==> config.mk <==
export PLATFORM = sky130hd
export DESIGN_NAME = sramSubsystem
export DESIGN_NICKNAME = d
export VERILOG_FILES = /design/src/memReqPkg.sv /design/src/sramBusPkg.sv /design/src/sramTimingRegs.sv /design/src/sramController.sv /design/src/sramSubsystem.sv
export VERILOG_INCLUDE_DIRS = /design/src
export SDC_FILE = /design/constraint.sdc
export NUM_CORES = 1
export LEC_CHECK = 0
export ABC_AREA = 1
export BUFFER_PORTS_ARGS = -buffer_cell sky130_fd_sc_hd__buf_2
export CAP_MARGIN = 15
export CORE_ASPECT_RATIO = 1.75
export CORE_MARGIN = 2
export CORE_UTILIZATION = 41
export CTS_CLUSTER_SIZE = 12
export DETAILED_ROUTE_END_ITERATION = 6
export PLACE_DENSITY = 0.78
export RECOVER_POWER = 100
export SLEW_MARGIN = 20
export SYNTH_ARGS = -nofsm -noshare
export SYNTH_HDL_FRONTEND = slang
export SYNTH_SLANG_ARGS = --single-unit
==> constraint.sdc <==
create_clock -name clk -period 2.02 [get_ports clk]
set_input_delay 0.202 -clock clk [delete_from_list [all_inputs] [get_ports clk]]
set_output_delay 0.202 -clock clk [all_outputs]
set_load 0.01 [all_outputs]
==> src/sramMem_macros.svh <==
`ifndef SRAM_MEM_MACROS_SVH
`define SRAM_MEM_MACROS_SVH

// external SRAM geometry
`define SRAM_DW 16
`define SRAM_AW 18

// processor side, data and address alike
`define CPU_DW 32

`define MEM_BASE_RST 32'd1024 // start of data memory in processor space

// wait states per half-word phase, 0 up to this
`define MAX_WAIT 3

`endif

==> src/memReqPkg.sv <==
`default_nettype none

`include "sramMem_macros.svh"

package memReqPkg;

    // one processor request, enables held as levels
    typedef struct packed {
        logic               wrEn;
        logic               rdEn;
        logic [`CPU_DW-1:0] addr;
        logic [`CPU_DW-1:0] wData;
    } memReqT;

    localparam int WORD_IDX_W = `SRAM_AW - 1;             // one bit left for low/high half
    localparam int UPPER_W    = `CPU_DW - WORD_IDX_W - 2;

    // offset split into 32-bit word index and byte lane
    typedef struct packed {
        logic [UPPER_W-1:0]    upper;   // beyond the SRAM
        logic [WORD_IDX_W-1:0] wordIdx;
        logic [1:0]            byteOff; // ignored, word accesses only
    } addrFieldsT;

    typedef union packed {
        logic [`CPU_DW-1:0] raw;   // for the base subtraction
        addrFieldsT         parts;
    } addrViewU;

endpackage

`default_nettype wire

==> src/sramBusPkg.sv <==
`default_nettype none

`include "sramMem_macros.svh"

package sramBusPkg;

    localparam int WAIT_W = $clog2(`MAX_WAIT + 1);

    // pins driven by the controller
    typedef struct packed {
        logic [`SRAM_AW-1:0] addr;
        logic                weN;   // active low
        logic [`SRAM_DW-1:0] dqOut;
        logic                dqOe;  // controller owns the data bus
    } sramCmdT;

    typedef struct packed {
        logic [`CPU_DW-1:0] baseAddr;
        logic [WAIT_W-1:0]  waitStates;
    } timingCfgT;

    typedef enum logic {
        CFG_BASE,
        CFG_WAIT
    } cfgSelT;

endpackage

`default_nettype wire

==> src/sramTimingRegs.sv <==
`timescale 1ns/1ps
`default_nettype none

`include "sramMem_macros.svh"

module sramTimingRegs (
    input  wire logic                 clk,
    input  wire logic                 rst,
    input  wire logic                 cfgWr,   // one-cycle strobe
    input  wire sramBusPkg::cfgSelT   cfgSel,
    input  wire logic [`CPU_DW-1:0]   cfgData,
    input  wire logic                 busy,    // controller not idle
    output sramBusPkg::timingCfgT     cfg
);

    import sramBusPkg::*;

    logic [`CPU_DW-1:0] baseReg;
    logic [WAIT_W-1:0]  waitReg;
    logic               wrBase;
    logic               wrWait;

    // decode the strobe into one write enable per register
    assign wrBase = cfgWr && (cfgSel == CFG_BASE);
    assign wrWait = cfgWr && (cfgSel == CFG_WAIT);

    // base address subtracted from every processor address
    always_ff @(posedge clk or posedge rst) begin
        if (rst) begin
            baseReg <= `MEM_BASE_RST;
        end else if (wrBase) begin
            baseReg <= cfgData;
        end
    end

    always_ff @(posedge clk or posedge rst) begin
        if (rst) begin
            waitReg <= '0;                      // fastest timing out of reset
        end else if (wrWait) begin
            waitReg <= cfgData[WAIT_W-1:0];     // upper bits dropped
        end
    end

    assign cfg.baseAddr   = baseReg;
    assign cfg.waitStates = waitReg;

    // timing must not move under an access in flight
    cfgWhileIdle : assert property (
        @(posedge clk) disable iff (rst)
        cfgWr |-> !busy
    ) else $error("cfg write while controller busy");

endmodule

`default_nettype wire

==> src/sramController.sv <==
`timescale 1ns/1ps
`default_nettype none

`include "sramMem_macros.svh"

module sramController (
    input  wire logic                 clk,
    input  wire logic                 rst,
    input  wire memReqPkg::memReqT    req,
    input  wire sramBusPkg::timingCfgT cfg,
    input  wire logic [`SRAM_DW-1:0]  dqIn,
    output logic [`CPU_DW-1:0]        rData,
    output logic                      ready,  // low freezes the pipeline
    output logic                      busy,
    output sramBusPkg::sramCmdT       cmd
);

    import memReqPkg::*;
    import sramBusPkg::*;

    typedef enum logic [1:0] {
        IDLE,
        LOW,
        HIGH,
        DONE
    } stateT;

    stateT               state;
    stateT               nextState;
    logic [WAIT_W-1:0]   waitCnt;   // cycles spent in the current phase
    logic                phaseEnd;
    logic                anyReq;
    addrViewU            offset;
    logic [`SRAM_AW-1:0] lowIdx;
    logic [`SRAM_AW-1:0] highIdx;

    assign anyReq = req.rdEn | req.wrEn;

    // processor address relative to the start of the SRAM window
    assign offset.raw = req.addr - cfg.baseAddr;

    // each 32-bit word takes two consecutive half-words
    assign lowIdx  = {offset.parts.wordIdx, 1'b0};
    assign highIdx = {offset.parts.wordIdx, 1'b1};

    assign phaseEnd = (waitCnt == cfg.waitStates); // last cycle of LOW or HIGH

    always_comb begin
        nextState = state;
        case (state)
            IDLE: begin
                if (anyReq) begin
                    nextState = LOW;
                end
            end
            LOW: begin
                if (phaseEnd) begin
                    nextState = HIGH;
                end
            end
            HIGH: begin
                if (phaseEnd) begin
                    nextState = DONE;
                end
            end
            DONE: nextState = IDLE; // requester drops its enable here
            default: nextState = IDLE;
        endcase
    end

    always_ff @(posedge clk or posedge rst) begin
        if (rst) begin
            state <= IDLE;
        end else begin
            state <= nextState;
        end
    end

    // wait counter restarts at every phase boundary
    always_ff @(posedge clk or posedge rst) begin
        if (rst) begin
            waitCnt <= '0;
        end else if ((state == LOW || state == HIGH) && !phaseEnd) begin
            waitCnt <= waitCnt + 1'b1;
        end else begin
            waitCnt <= '0;
        end
    end

    // read halves sampled on the closing cycle of their phase
    always_ff @(posedge clk) begin
        if (req.rdEn && phaseEnd) begin
            if (state == LOW) begin
                rData[`SRAM_DW-1:0] <= dqIn;
            end else if (state == HIGH) begin
                rData[`CPU_DW-1:`SRAM_DW] <= dqIn;
            end
        end
    end

    always_comb begin
        // bus parked outside the two data phases
        cmd.addr  = '0;
        cmd.weN   = 1'b1;
        cmd.dqOut = '0;
        cmd.dqOe  = 1'b0;
        case (state)
            LOW: begin
                cmd.addr  = lowIdx;
                cmd.weN   = ~req.wrEn;
                cmd.dqOut = req.wData[`SRAM_DW-1:0];
                cmd.dqOe  = req.wrEn;
            end
            HIGH: begin
                cmd.addr  = highIdx;
                cmd.weN   = ~req.wrEn;
                cmd.dqOut = req.wData[`CPU_DW-1:`SRAM_DW];
                cmd.dqOe  = req.wrEn;
            end
            default: begin
            end
        endcase
    end

    // high when idle with nothing pending, or for the single DONE cycle
    assign ready = (state == DONE) || (state == IDLE && !anyReq);
    assign busy  = (state != IDLE);

    oneEnable : assert property (
        @(posedge clk) disable iff (rst)
        !(req.rdEn && req.wrEn)
    ) else $error("read and write enable both set");

    // pins follow req combinationally through both phases
    reqHeldInPhase : assert property (
        @(posedge clk) disable iff (rst)
        (state == LOW || state == HIGH) |-> $stable(req)
    ) else $error("request changed during an access");

endmodule

`default_nettype wire

==> src/sramSubsystem.sv <==
`timescale 1ns/1ps
`default_nettype none

`include "sramMem_macros.svh"

module sramSubsystem (
    input  wire logic                 clk,
    input  wire logic                 rst,
    input  wire memReqPkg::memReqT    req,
    output logic [`CPU_DW-1:0]        rData,
    output logic                      ready,
    input  wire logic                 cfgWr,
    input  wire sramBusPkg::cfgSelT   cfgSel,
    input  wire logic [`CPU_DW-1:0]   cfgData,
    output logic [`SRAM_AW-1:0]       sramAddr,
    output logic                      sramWeN,
    output logic [`SRAM_DW-1:0]       dqOut,
    output logic                      dqOe,
    input  wire logic [`SRAM_DW-1:0]  dqIn,
    output logic                      ubN,
    output logic                      lbN,
    output logic                      ceN,
    output logic                      oeN
);

    import sramBusPkg::*;

    timingCfgT cfg;
    sramCmdT   cmd;
    logic      busy;

    sramTimingRegs regs0 (
        .clk     (clk),
        .rst     (rst),
        .cfgWr   (cfgWr),
        .cfgSel  (cfgSel),
        .cfgData (cfgData),
        .busy    (busy),
        .cfg     (cfg)
    );

    sramController ctrl0 (
        .clk   (clk),
        .rst   (rst),
        .req   (req),
        .cfg   (cfg),
        .dqIn  (dqIn),
        .rData (rData),
        .ready (ready),
        .busy  (busy),
        .cmd   (cmd)
    );

    // tristate bus split for simulation, drivers resolved outside
    assign sramAddr = cmd.addr;
    assign sramWeN  = cmd.weN;
    assign dqOut    = cmd.dqOut;
    assign dqOe     = cmd.dqOe;

    assign {ubN, lbN, ceN, oeN} = 4'b0000; // both bytes, chip and outputs always on

endmodule

`default_nettype wire

==> impl_metrics.yaml, run 1 <==
sta:
  clock_skew_ns: 0.005522
  fin_crit_ns: 2.287
  fmax_mhz: 437.2
  finalHoldViolCount: 0
  setup_viol: 15
  setup_ws_ns: -0.2675
  min_period_over_period: 1.132
  totalNegativeSetupSlack_ns: -2.260
  fin_hold_ws_ns: 0.05526
  rsz0062_at_grt: "true"
  slew_violations: 0
logic_synthesis:
  ys_seq_elements: 57
  synth_flop_cell: "edfxtp_1"
  ys_warn_count: 0
  synth-seq-area-share: 0.4608
  syn_inst: 434
  synth_top_area_share: 0.2789
  synth.top_cells.by_count: "107 x nand2_1, 63 x nor2_1, 55 x a21oi_1, 55 x inv_1, 32 x edfxtp_1"
  synth.area.top_cells: "edfxtp_1 28%, dfrtp_1 17%, nand2_1 12%"
  avgSynthCellArea_um2: 7.940
  synth-async-reset-ratio: 0.4386
  synth-edff-count: 32
  yosysMostFrequentCell: "nand2_1"
  synth_cell_types: 33
  synth_area_mm2: 0.003446
  synth.largest_area_cell: "edfxtp_1"
floorplanning:
  core-area_mm2: 0.008258
  die_area_mm2: 0.009183
  boundaryPins: 191
  die_w_um: 73.30
  rows: 44
  start_util: 0.4173
  die_h_um: 125.3
clock_network:
  cts.reportedPaths.clkPinSlew_ns: 0.06
  htree_levels: 3
  cts_tree: "yes"
  cts.path.max_buffers: 2
  cts_buffers: 9
  clock_latency_ns: 0.33
  root_buffer: "clkbuf_16"
  clock-sinks: 57
setup_path:
  crit_path_end_kind: "output pin"
  required_ns: 1.82
  crit_fanout: 4
  arrival_ns: 2.09
  start_kind: "flip-flop"
  worstSetupPathType: "reg2out"
placed_design:
  place.port_buffers: 160
  dp_cells: 687
  preCtsSetupSlack_ns: -0.02479
  hpwl_um: 8087
  gp_congestion: 0.9553
drt:
  drt-total-wl_um: 11420
  drt_pre_antenna_iters: 4
  routedWlPerCell_um: 15.71
  ant_nets: 0
  via_count: 3741
  drt_iter0_drc: 147
  drc: 0
  via_per_inst: 5.146
run_status:
  violations: "negative setup slack"
  outcome: "complete, but fails checks"
layout:
  nNetsFinal: 767
  area_growth_syn_to_layout_pct: 56.97
  postLayoutCoreUtil: 0.6550
  final_cells: 727
  drive_gt1_frac: 0.5024
global_routing:
  globalRoute.totalOverflow: 0
  grt_pass1_wl_um: 16460
  grt_pass1_vias: 3546
  grt_max_degree: 28
  antenna_found_initial: 3
  grt_usage: 0.2378
pwr:
  vdd_drop_max_mv: 0.6938
  power.density_mw_per_mm2: 1143
  cellLeakagePower_nw: 2.625
job:
  drv_cap: 0
worst_hold_path:
  worstHoldPathType: "in2reg"
==> critical path, stage by stage, from the launching register on <==
cell and delay (ns):
dfstp_2 0.52, inv_2 0.04, ha_4 0.31, nand2_2 0.11
nor3_1 0.22, nand2_1 0.14, a21oi_1 0.20, nor2_2 0.06
buf_2 0.13
==> final cells by class <==
| class | instances | area [um2] |
|---|---|---|
| inverters | 57 | 216.5 |
| clock buffers | 9 | 225.2 |
| well taps | 92 | 115.1 |
| clock inverters | 7 | 61.31 |
| multi-input cells | 310 | 2122 |
| fillers | 641 | 2849 |
| flip-flops and latches | 57 | 1588 |
| repair buffers | 193 | 1076 |
| diodes | 2 | 5.005 |
==> metrics by stage <==
| stage | area [um2] | total power [mW] |
|---|---|---|
| after global routing | 5404 | 6.570 |
| after floorplan | 3465 | 3.045 |
| after detailed placement | 4404 | 3.963 |
| final | 5409 | 6.183 |
| after CTS | 5107 | 5.825 |
| after global placement | 4404 | 3.906 |
==> routing by layer <==
layer	part of all wire	wire length (um)	global-route usage	vias to the layer above
met5	0.00079	9	0	-
met4	0.041	466	0.1166	2
met3	0.093	1058	0.08139	41
met2	0.53	6072	0.4462	222
met1	0.33	3815	0.2144	1691
li1	-	-	-	1785
==> registers in the layout (all words and copies together), names as in the netlist <==
register,flops
ctrl0.rData,32
ctrl0.state,2
ctrl0.waitCnt,2
regs0.baseReg,19
regs0.waitReg,2
==> final timing paths <==
kind	end	cells past startpoint	start	slack [ns]
setup / recovery	sramAddr[16]	8	regs0.baseReg[10]$_DFFE_PP1P_	-0.27
hold / removal	ctrl0.rData[6]$_DFFE_PP_	1	dqIn[6]	0.06
setup reg to reg	ctrl0.rData[28]$_DFFE_PP_	5	ctrl0.state[0]$_DFFE_PP0P_	0.20
hold reg to reg	ctrl0.waitCnt[0]$_DFF_PP0_	1	ctrl0.waitCnt[0]$_DFF_PP0_	0.50
max in group asynchronous	regs0.baseReg[10]$_DFFE_PP1P_	4	rst	1.25
min in group asynchronous	regs0.baseReg[8]$_DFFE_PP0P_	4	rst	0.47
==> power breakdown <==
| group | switching, mW | total (mW) | leakage (nW) | internal (mW) |
|---|---|---|---|---|
| clock | 0.606 | 1.46 | 0.135 | 0.852 |
| sequential | 0.0735 | 1.48 | 0.575 | 1.40 |
| combinational | 1.92 | 3.25 | 1.92 | 1.33 |
| total | 2.60 | 6.18 | 2.62 | 3.59 |
==> repair_timing <==
action,4_1_cts,5_1_grt
hold endpoints to repair,24,0
endpoints found under the setup margin,17,23
gates cloned,1,0
buffers inserted,9,11
pin swaps,22,35
hold buffers,1,0
resized for setup,71,61
==> cells by family after synthesis <==
group           synth area share
other cells             0.001088
flops                     0.4608
buf+inv                  0.08278
xor+xnor                 0.02542
compound gates            0.1035
fa+ha+maj                0.07625
mux                     0.003268
simple gates              0.2469
==> placed cells by master, fill, tap and decap left out, drive strengths merged <==
master | netlist | routed
inv | 56 | 61
nand4 | 3 | 3
o21ai | 11 | 11
nand2 | 114 | 114
or2 | 1 | 1
edfxtp | 32 | 32
buf | 9 | 184
nor4 | 1 | 1
dlygate4sd3 | 0 | 1
o21bai | 2 | 2
conb | 1 | 4
xnor2 | 8 | 8
ha | 21 | 21
nor3 | 2 | 2
and2 | 1 | 1
clkbuf | 4 | 17
mux2 | 1 | 1
dfrtp | 24 | 24
clkinvlp | 0 | 2
xor2 | 2 | 2
nor2 | 66 | 66
clkinv | 1 | 1
dfstp | 1 | 1
nand3 | 17 | 17
a21o | 1 | 1
a21oi | 55 | 55
diode | 0 | 2
No activity file was read; power rests on OpenSTA's default activity.
==> run 2, diff against run 1 <==
--- a/config.mk
+++ b/config.mk
@@ -6,15 +6,14 @@
 export SDC_FILE = /design/constraint.sdc
 export NUM_CORES = 1
 export LEC_CHECK = 0
-export ABC_AREA = 1
 export BUFFER_PORTS_ARGS = -buffer_cell sky130_fd_sc_hd__buf_2
 export CAP_MARGIN = 15
 export CORE_ASPECT_RATIO = 1.75
 export CORE_MARGIN = 2
-export CORE_UTILIZATION = 41
+export CORE_UTILIZATION = 40
 export CTS_CLUSTER_SIZE = 12
 export DETAILED_ROUTE_END_ITERATION = 6
-export PLACE_DENSITY = 0.78
+export PLACE_DENSITY = 0.77
 export RECOVER_POWER = 100
 export SLEW_MARGIN = 20
 export SYNTH_ARGS = -nofsm -noshare
==> impl_metrics.yaml, run 2 <==
clock_network:
  cts.reportedPaths.clkPinSlew_ns: 0.05
  clock_latency_ns: 0.33
  cts.path.max_buffers: 2
  htree_levels: 3
  cts_tree: "yes"
  cts_buffers: 9
  clock-sinks: 57
  root_buffer: "clkbuf_16"
pwr:
  total_power_mw: 6.085
  internal_power_mw: 3.843
  p_sw_frac: 0.3684
  cellLeakagePower_nw: 2.366
  p_switching_mw: 2.242
  combPwrFrac: 0.515
  power.density_mw_per_mm2: 1171
  p_seq_frac: 0.238
  clkPwrFrac: 0.246
  vdd_drop_max_mv: 0.6587
logic_synthesis:
  synth-edff-count: 32
  ys_warn_count: 0
  synth_flop_cell: "edfxtp_1"
  synth.top_cells.by_count: "32 x edfxtp_1, 30 x nand2_1, 26 x o21ai_0, 24 x dfrtp_1, 23 x inv_1"
  syn_inst: 322
  avgSynthCellArea_um2: 10.14
  synth-seq-area-share: 0.4864
  synthMuxAreaShare: 0.02645
  synth_area_mm2: 0.003264
  synth_top_family_by_area: "compound AO/OA/AOI/OAI gates"
  synth_compound_area_frac: 0.1644
  ys_seq_elements: 57
  synth-xor-area-share: 0.03220
  synth.largest_area_cell: "edfxtp_1"
  yosys.area_share.simple: 0.1594
  synth_top_area_share: 0.2944
  yosysMostFrequentCell: "edfxtp_1"
  synthAdderAreaFrac: 0.08049
  synth.area.top_cells: "edfxtp_1 29%, dfrtp_1 18%, ha_1 8.0%"
  synth-async-reset-ratio: 0.4386
  synth_cell_types: 43
setup_path:
  r2r_slack_ns: 0.16
  required_ns: 1.82
  crit_fanout: 3
  r2r-end: "ctrl0.rData[13]$_DFFE_PP_"
  arrival_ns: 2.48
  crit_path_end_kind: "output pin"
  regToRegStartpoint: "ctrl0.state[1]$_DFFE_PP0P_"
  start_kind: "flip-flop"
  reg2reg_depth: 4
  worstSetupPathType: "reg2out"
layout:
  top_regs: "ctrl0.rData (32), regs0.baseReg (19)"
  area_growth_syn_to_layout_pct: 59.14
  largest_register_ffs: 32
  most-common-layout-cells: "119 x buf_2, 51 x buf_4, 43 x clkbuf_1"
  largest_register: "ctrl0.rData"
  mostFrequentLayoutCell: "buf_2"
  diodes: 0
  nNetsFinal: 683
  nFillCells: 658
  design_area_mm2: 0.005195
  drive_gt1_frac: 0.4627
  postLayoutCoreUtil: 0.6569
placed_design:
  preCtsSetupSlack_ns: -0.4286
  place.port_buffers: 160
  hpwl_um: 7045
  postPlaceCellArea_mm2: 0.004584
  gp_congestion: 0.8550
global_routing:
  grt_pass1_wl_um: 14700
  globalRoute.totalOverflow: 0
  antenna_found_initial: 0
  grt_usage: 0.2165
  grt_pass1_vias: 3192
  grt_max_degree: 35
drt:
  ant_nets: 0
  routedWlPerCell_um: 15.02
  via_count: 3225
  drt_pre_antenna_iters: 4
  via_per_inst: 5.047
  drt_iter0_drc: 141
  drc: 0
  drt-total-wl_um: 9598
sta:
  clock_skew_ns: 0.006685
  setup_ws_ns: -0.6617
  setup_viol: 16
  fin_crit_ns: 2.682
  slew_violations: 0
  finalHoldViolCount: 0
  fmax_mhz: 372.9
  worst_pin_slew_ns: 1.316
  slew_headroom: 0.1225
  rsz0062_at_grt: "true"
  min_period_over_period: 1.328
floorplanning:
  die_h_um: 123.5
  rows: 43
  boundaryPins: 191
  die_area_mm2: 0.008928
  die_w_um: 72.29
  start_util: 0.4128
  core-area_mm2: 0.007909
worst_hold_path:
  worstHoldPathType: "in2reg"
  min_to: "ctrl0.rData[11]$_DFFE_PP_"
  whs_path_depth: 1
  hp-start: "dqIn[11]"
job:
  drv_cap: 0
run_status:
  violations: "negative setup slack"
  outcome: "complete, but fails checks"
[run 2: kinds of logic after synthesis]
kind of cell / count (synthesis)
and+or+nand+nor: 102
AOI/OAI and AO/OA: 82
DFF: 57
buffers and inverters: 39
adders and majority gates: 21
xor gates and xnor gates: 12
muxes: 8
other: 1
[run 2: layout make-up]
class	instances	area, um2	share of cell area
Multi-Input combinational cell	229	1851	0.3562
Clock buffer	10	229.0	0.04408
Inverter	23	86.33	0.01662
Clock inverter	6	68.82	0.01325
Tap cell	90	112.6	0.02168
Sequential cell	57	1588	0.3056
Timing Repair Buffer	224	1260	0.2425
[run 2: how the worst max path moves through the flow]
stage | slack (ns) | endpoint | from | cells past startpoint
floorplan | -0.23 | sramAddr[11] | regs0.baseReg[1]$_DFFE_PP0P_ | 7
global placement | -0.40 | sramAddr[11] | regs0.baseReg[1]$_DFFE_PP0P_ | 8
detailed placement | -0.43 | sramAddr[11] | regs0.baseReg[1]$_DFFE_PP0P_ | 8
CTS | -0.69 | sramAddr[11] | regs0.baseReg[1]$_DFFE_PP0P_ | 8
global route | -0.75 | sramAddr[17] | regs0.baseReg[1]$_DFFE_PP0P_ | 9
finish | -0.66 | sramAddr[17] | regs0.baseReg[1]$_DFFE_PP0P_ | 9
[run 2: critical path: stages, from the launching register on]
cell	delay, ns
dfrtp_1	0.37
inv_2	0.07
ha_4	0.20
a2111oi_4	0.33
nor3_2	0.11
o41a_1	0.38
buf_4	0.17
a41oi_2	0.15
mux2i_2	0.22
buf_2	0.15
[run 2: through the flow]
| step | TNS [ns] | hold WS, ns | std cells |
|---|---|---|---|
| after floorplan | -0.4304 | 0.2286 | 325 |
| after global placement | -2.283 | 0.2791 | 608 |
| after detailed placement | -2.493 | 0.2908 | 608 |
| after CTS | -6.922 | 0.05378 | 634 |
| after global routing | -10.32 | 0.05352 | 639 |
| final | -6.951 | 0.06520 | 639 |
[run 2: layer usage]
layer | track usage | up-vias | share of wire
met5 | 0 | - | 0
met4 | 0.1061 | 0 | 0.028
met3 | 0.05297 | 19 | 0.072
met2 | 0.4019 | 142 | 0.55
met1 | 0.2197 | 1476 | 0.35
li1 | - | 1588 | -
[run 2: power by group through the flow]
stage	combinational [mW]	clock (mW)	sequential [mW]
3_5_place_dp	2.78	0	1.48
3_3_place_gp	2.72	0	1.47
5_1_grt	3.42	1.59	1.46
2_1_floorplan	1.62	0	1.49
6_report	3.14	1.50	1.45
4_1_cts	3.09	1.53	1.45
[run 2: what timing repair did]
item	CTS	global route
setup endpoints to repair	18	32
resized for setup	39	16
hold endpoints to repair	24	0
buffers inserted	9	8
pin swaps	23	13
hold buffers	1	0
==> run 3, diff against run 2 <==
--- a/config.mk
+++ b/config.mk
@@ -10,10 +10,10 @@
 export CAP_MARGIN = 15
 export CORE_ASPECT_RATIO = 1.75
 export CORE_MARGIN = 2
-export CORE_UTILIZATION = 40
+export CORE_UTILIZATION = 44
 export CTS_CLUSTER_SIZE = 12
 export DETAILED_ROUTE_END_ITERATION = 6
-export PLACE_DENSITY = 0.77
+export PLACE_DENSITY = 0.81
 export RECOVER_POWER = 100
 export SLEW_MARGIN = 20
 export SYNTH_ARGS = -nofsm -noshare
==> constraint.sdc (replaced) <==
create_clock -name clk -period 2.7 [get_ports clk]
set_input_delay 0.27 -clock clk [delete_from_list [all_inputs] [get_ports clk]]
set_output_delay 0.27 -clock clk [all_outputs]
set_load 0.01 [all_outputs]
==> impl_metrics.yaml, run 3 (synthesis gave the netlist of run 2 again) <==
global_routing:
  grt_pass1_wl_um: 13840
  grt_usage: 0.2114
  grt_max_degree: 26
  antenna_found_initial: 0
  globalRoute.totalOverflow: 0
  grt_pass1_vias: 3090
floorplanning:
  rows: 41
  die_h_um: 117.9
  start_util: 0.4545
  die_w_um: 69.11
  die_area_mm2: 0.008151
  boundaryPins: 191
  core-area_mm2: 0.007182
layout:
  drive_gt1_frac: 0.3108
  final_cells: 588
  most-common-layout-cells: "89 x buf_2, 74 x clkbuf_1, 32 x edfxtp_1"
  nFillCells: 635
  largest_register: "ctrl0.rData"
  diodes: 0
  design_area_mm2: 0.004652
  area_growth_syn_to_layout_pct: 42.51
  top_regs: "ctrl0.rData (32), regs0.baseReg (19)"
  nNetsFinal: 636
  postLayoutCoreUtil: 0.6477
  mostFrequentLayoutCell: "buf_2"
  largest_register_ffs: 32
sta:
  setup_viol: 4
  fmax_mhz: 351.7
  slew_violations: 0
  finalHoldViolCount: 0
  rsz0062_at_grt: "true"
  slew_headroom: 0.3216
  min_period_over_period: 1.053
  clock_skew_ns: 0.004670
  fin_crit_ns: 2.843
  setup_ws_ns: -0.1431
  worst_pin_slew_ns: 1.017
placed_design:
  gp_congestion: 0.8854
  postPlaceCellArea_mm2: 0.004172
  place.port_buffers: 160
  dp_cells: 563
  hpwl_um: 6695
drt:
  via_count: 3154
  drt_iter0_drc: 328
  routedWlPerCell_um: 15.43
  via_per_inst: 5.364
  drt_pre_antenna_iters: 5
  ant_nets: 0
  drt-total-wl_um: 9074
  drc: 0
clock_network:
  clock_latency_ns: 0.32
  cts_buffers: 9
  root_buffer: "clkbuf_16"
  cts_tree: "yes"
  hold_buffers: 0
  clock-sinks: 57
  htree_levels: 3
  cts.path.max_buffers: 2
  cts.reportedPaths.clkPinSlew_ns: 0.05
setup_path:
  regToRegStartpoint: "ctrl0.state[0]$_DFFE_PP0P_"
  required_ns: 2.43
  crit_path_end_kind: "output pin"
  r2r_slack_ns: 0.71
  worstSetupPathType: "reg2out"
  crit_fanout: 3
  cp_num_buf_inv: 2
  critPathSlowestCell: "o41a_1"
  worst_path_dominant_cell_family: "compound AO/OA/AOI/OAI gates"
  arrival_ns: 2.57
  cp_slowest_stage_delay_ns: 0.45
  reg2reg_depth: 4
  crit_chain: "inv_2, ha_4, a2111oi_4, nor3_2, o41a_1, a31oi_1, mux2_1, buf_2"
  start_kind: "flip-flop"
  r2r-end: "ctrl0.rData[19]$_DFFE_PP_"
pwr:
  power.density_mw_per_mm2: 883.6
  cellLeakagePower_nw: 2.007
  vdd_drop_max_mv: 0.4080
run_status:
  violations: "negative setup slack"
  outcome: "complete, but fails checks"
worst_hold_path:
  min_to: "regs0.baseReg[2]$_DFFE_PP0P_"
  whs_path_depth: 3
  worstHoldPathType: "in2reg"
  hp-start: "cfgData[2]"
job:
  drv_cap: 0
[run 3: repair_timing]
action | 4_1_cts | 5_1_grt
endpoints found under the setup margin | 8 | 10
pin swaps | 10 | 15
gates resized for setup | 14 | 27
setup buffers | 3 | 6
hold endpoints to repair | 0 | 0
[run 3: metrics by stage]
step           total power [mW]  setup TNS, ns  worst slack (ns)  hold slack, ns
3_5_place_dp              2.919              0           0.06999          0.4693
5_1_grt                   4.360         -1.082           -0.2254          0.1630
6_report                  4.110        -0.5045           -0.1431          0.1535
3_3_place_gp              2.860              0           0.06081          0.4638
2_1_floorplan             2.273              0            0.3313          0.2966
4_1_cts                   4.081        -0.4499           -0.1699          0.1361
[run 3: per-layer routing]
layer  global-route usage  share of wire  vias to the layer above
met2               0.3780           0.53                      163
li1                     -              -                     1485
met4               0.1115          0.037                        0
met3              0.05565          0.070                       32
met1               0.2217           0.36                     1474
met5                    0              0                        -
[run 3: tightest hold or removal path, cell delays in order]
cell	delay (ns)
buf_2	0.07
nand2_1	0.03
o21ai_0	0.06
[run 3: power by group]
part           switching [mW]  leakage [nW]  internal [mW]
Clock                   0.357         0.144          0.731
Combinational            1.12          1.27          0.818
Sequential             0.0479         0.593           1.04
Total                    1.52          2.01           2.59
[run 3: worst max path at each step]
stage	startpoint	end	slack, ns	cells after the start
floorplan	regs0.baseReg[1]$_DFFE_PP0P_	sramAddr[11]	0.33	7
global placement	req[34]	sramAddr[14]	0.06	9
detailed placement	req[34]	sramAddr[14]	0.07	9
CTS	regs0.baseReg[1]$_DFFE_PP0P_	sramAddr[11]	-0.17	8
global route	regs0.baseReg[7]$_DFFE_PP0P_	sramAddr[11]	-0.23	8
finish	regs0.baseReg[1]$_DFFE_PP0P_	sramAddr[11]	-0.14	8
[run 3: area by class of cell]
type / count / area (um2) / share of cell area
Sequential cell: 57 / 1588 / 0.3413
Clock inverter: 4 / 43.79 / 0.009414
Clock buffer: 12 / 246.5 / 0.05299
Multi-Input combinational cell: 229 / 1743 / 0.3747
Tap cell: 86 / 107.6 / 0.02313
Inverter: 23 / 86.33 / 0.01856
Timing Repair Buffer: 177 / 837.1 / 0.1799
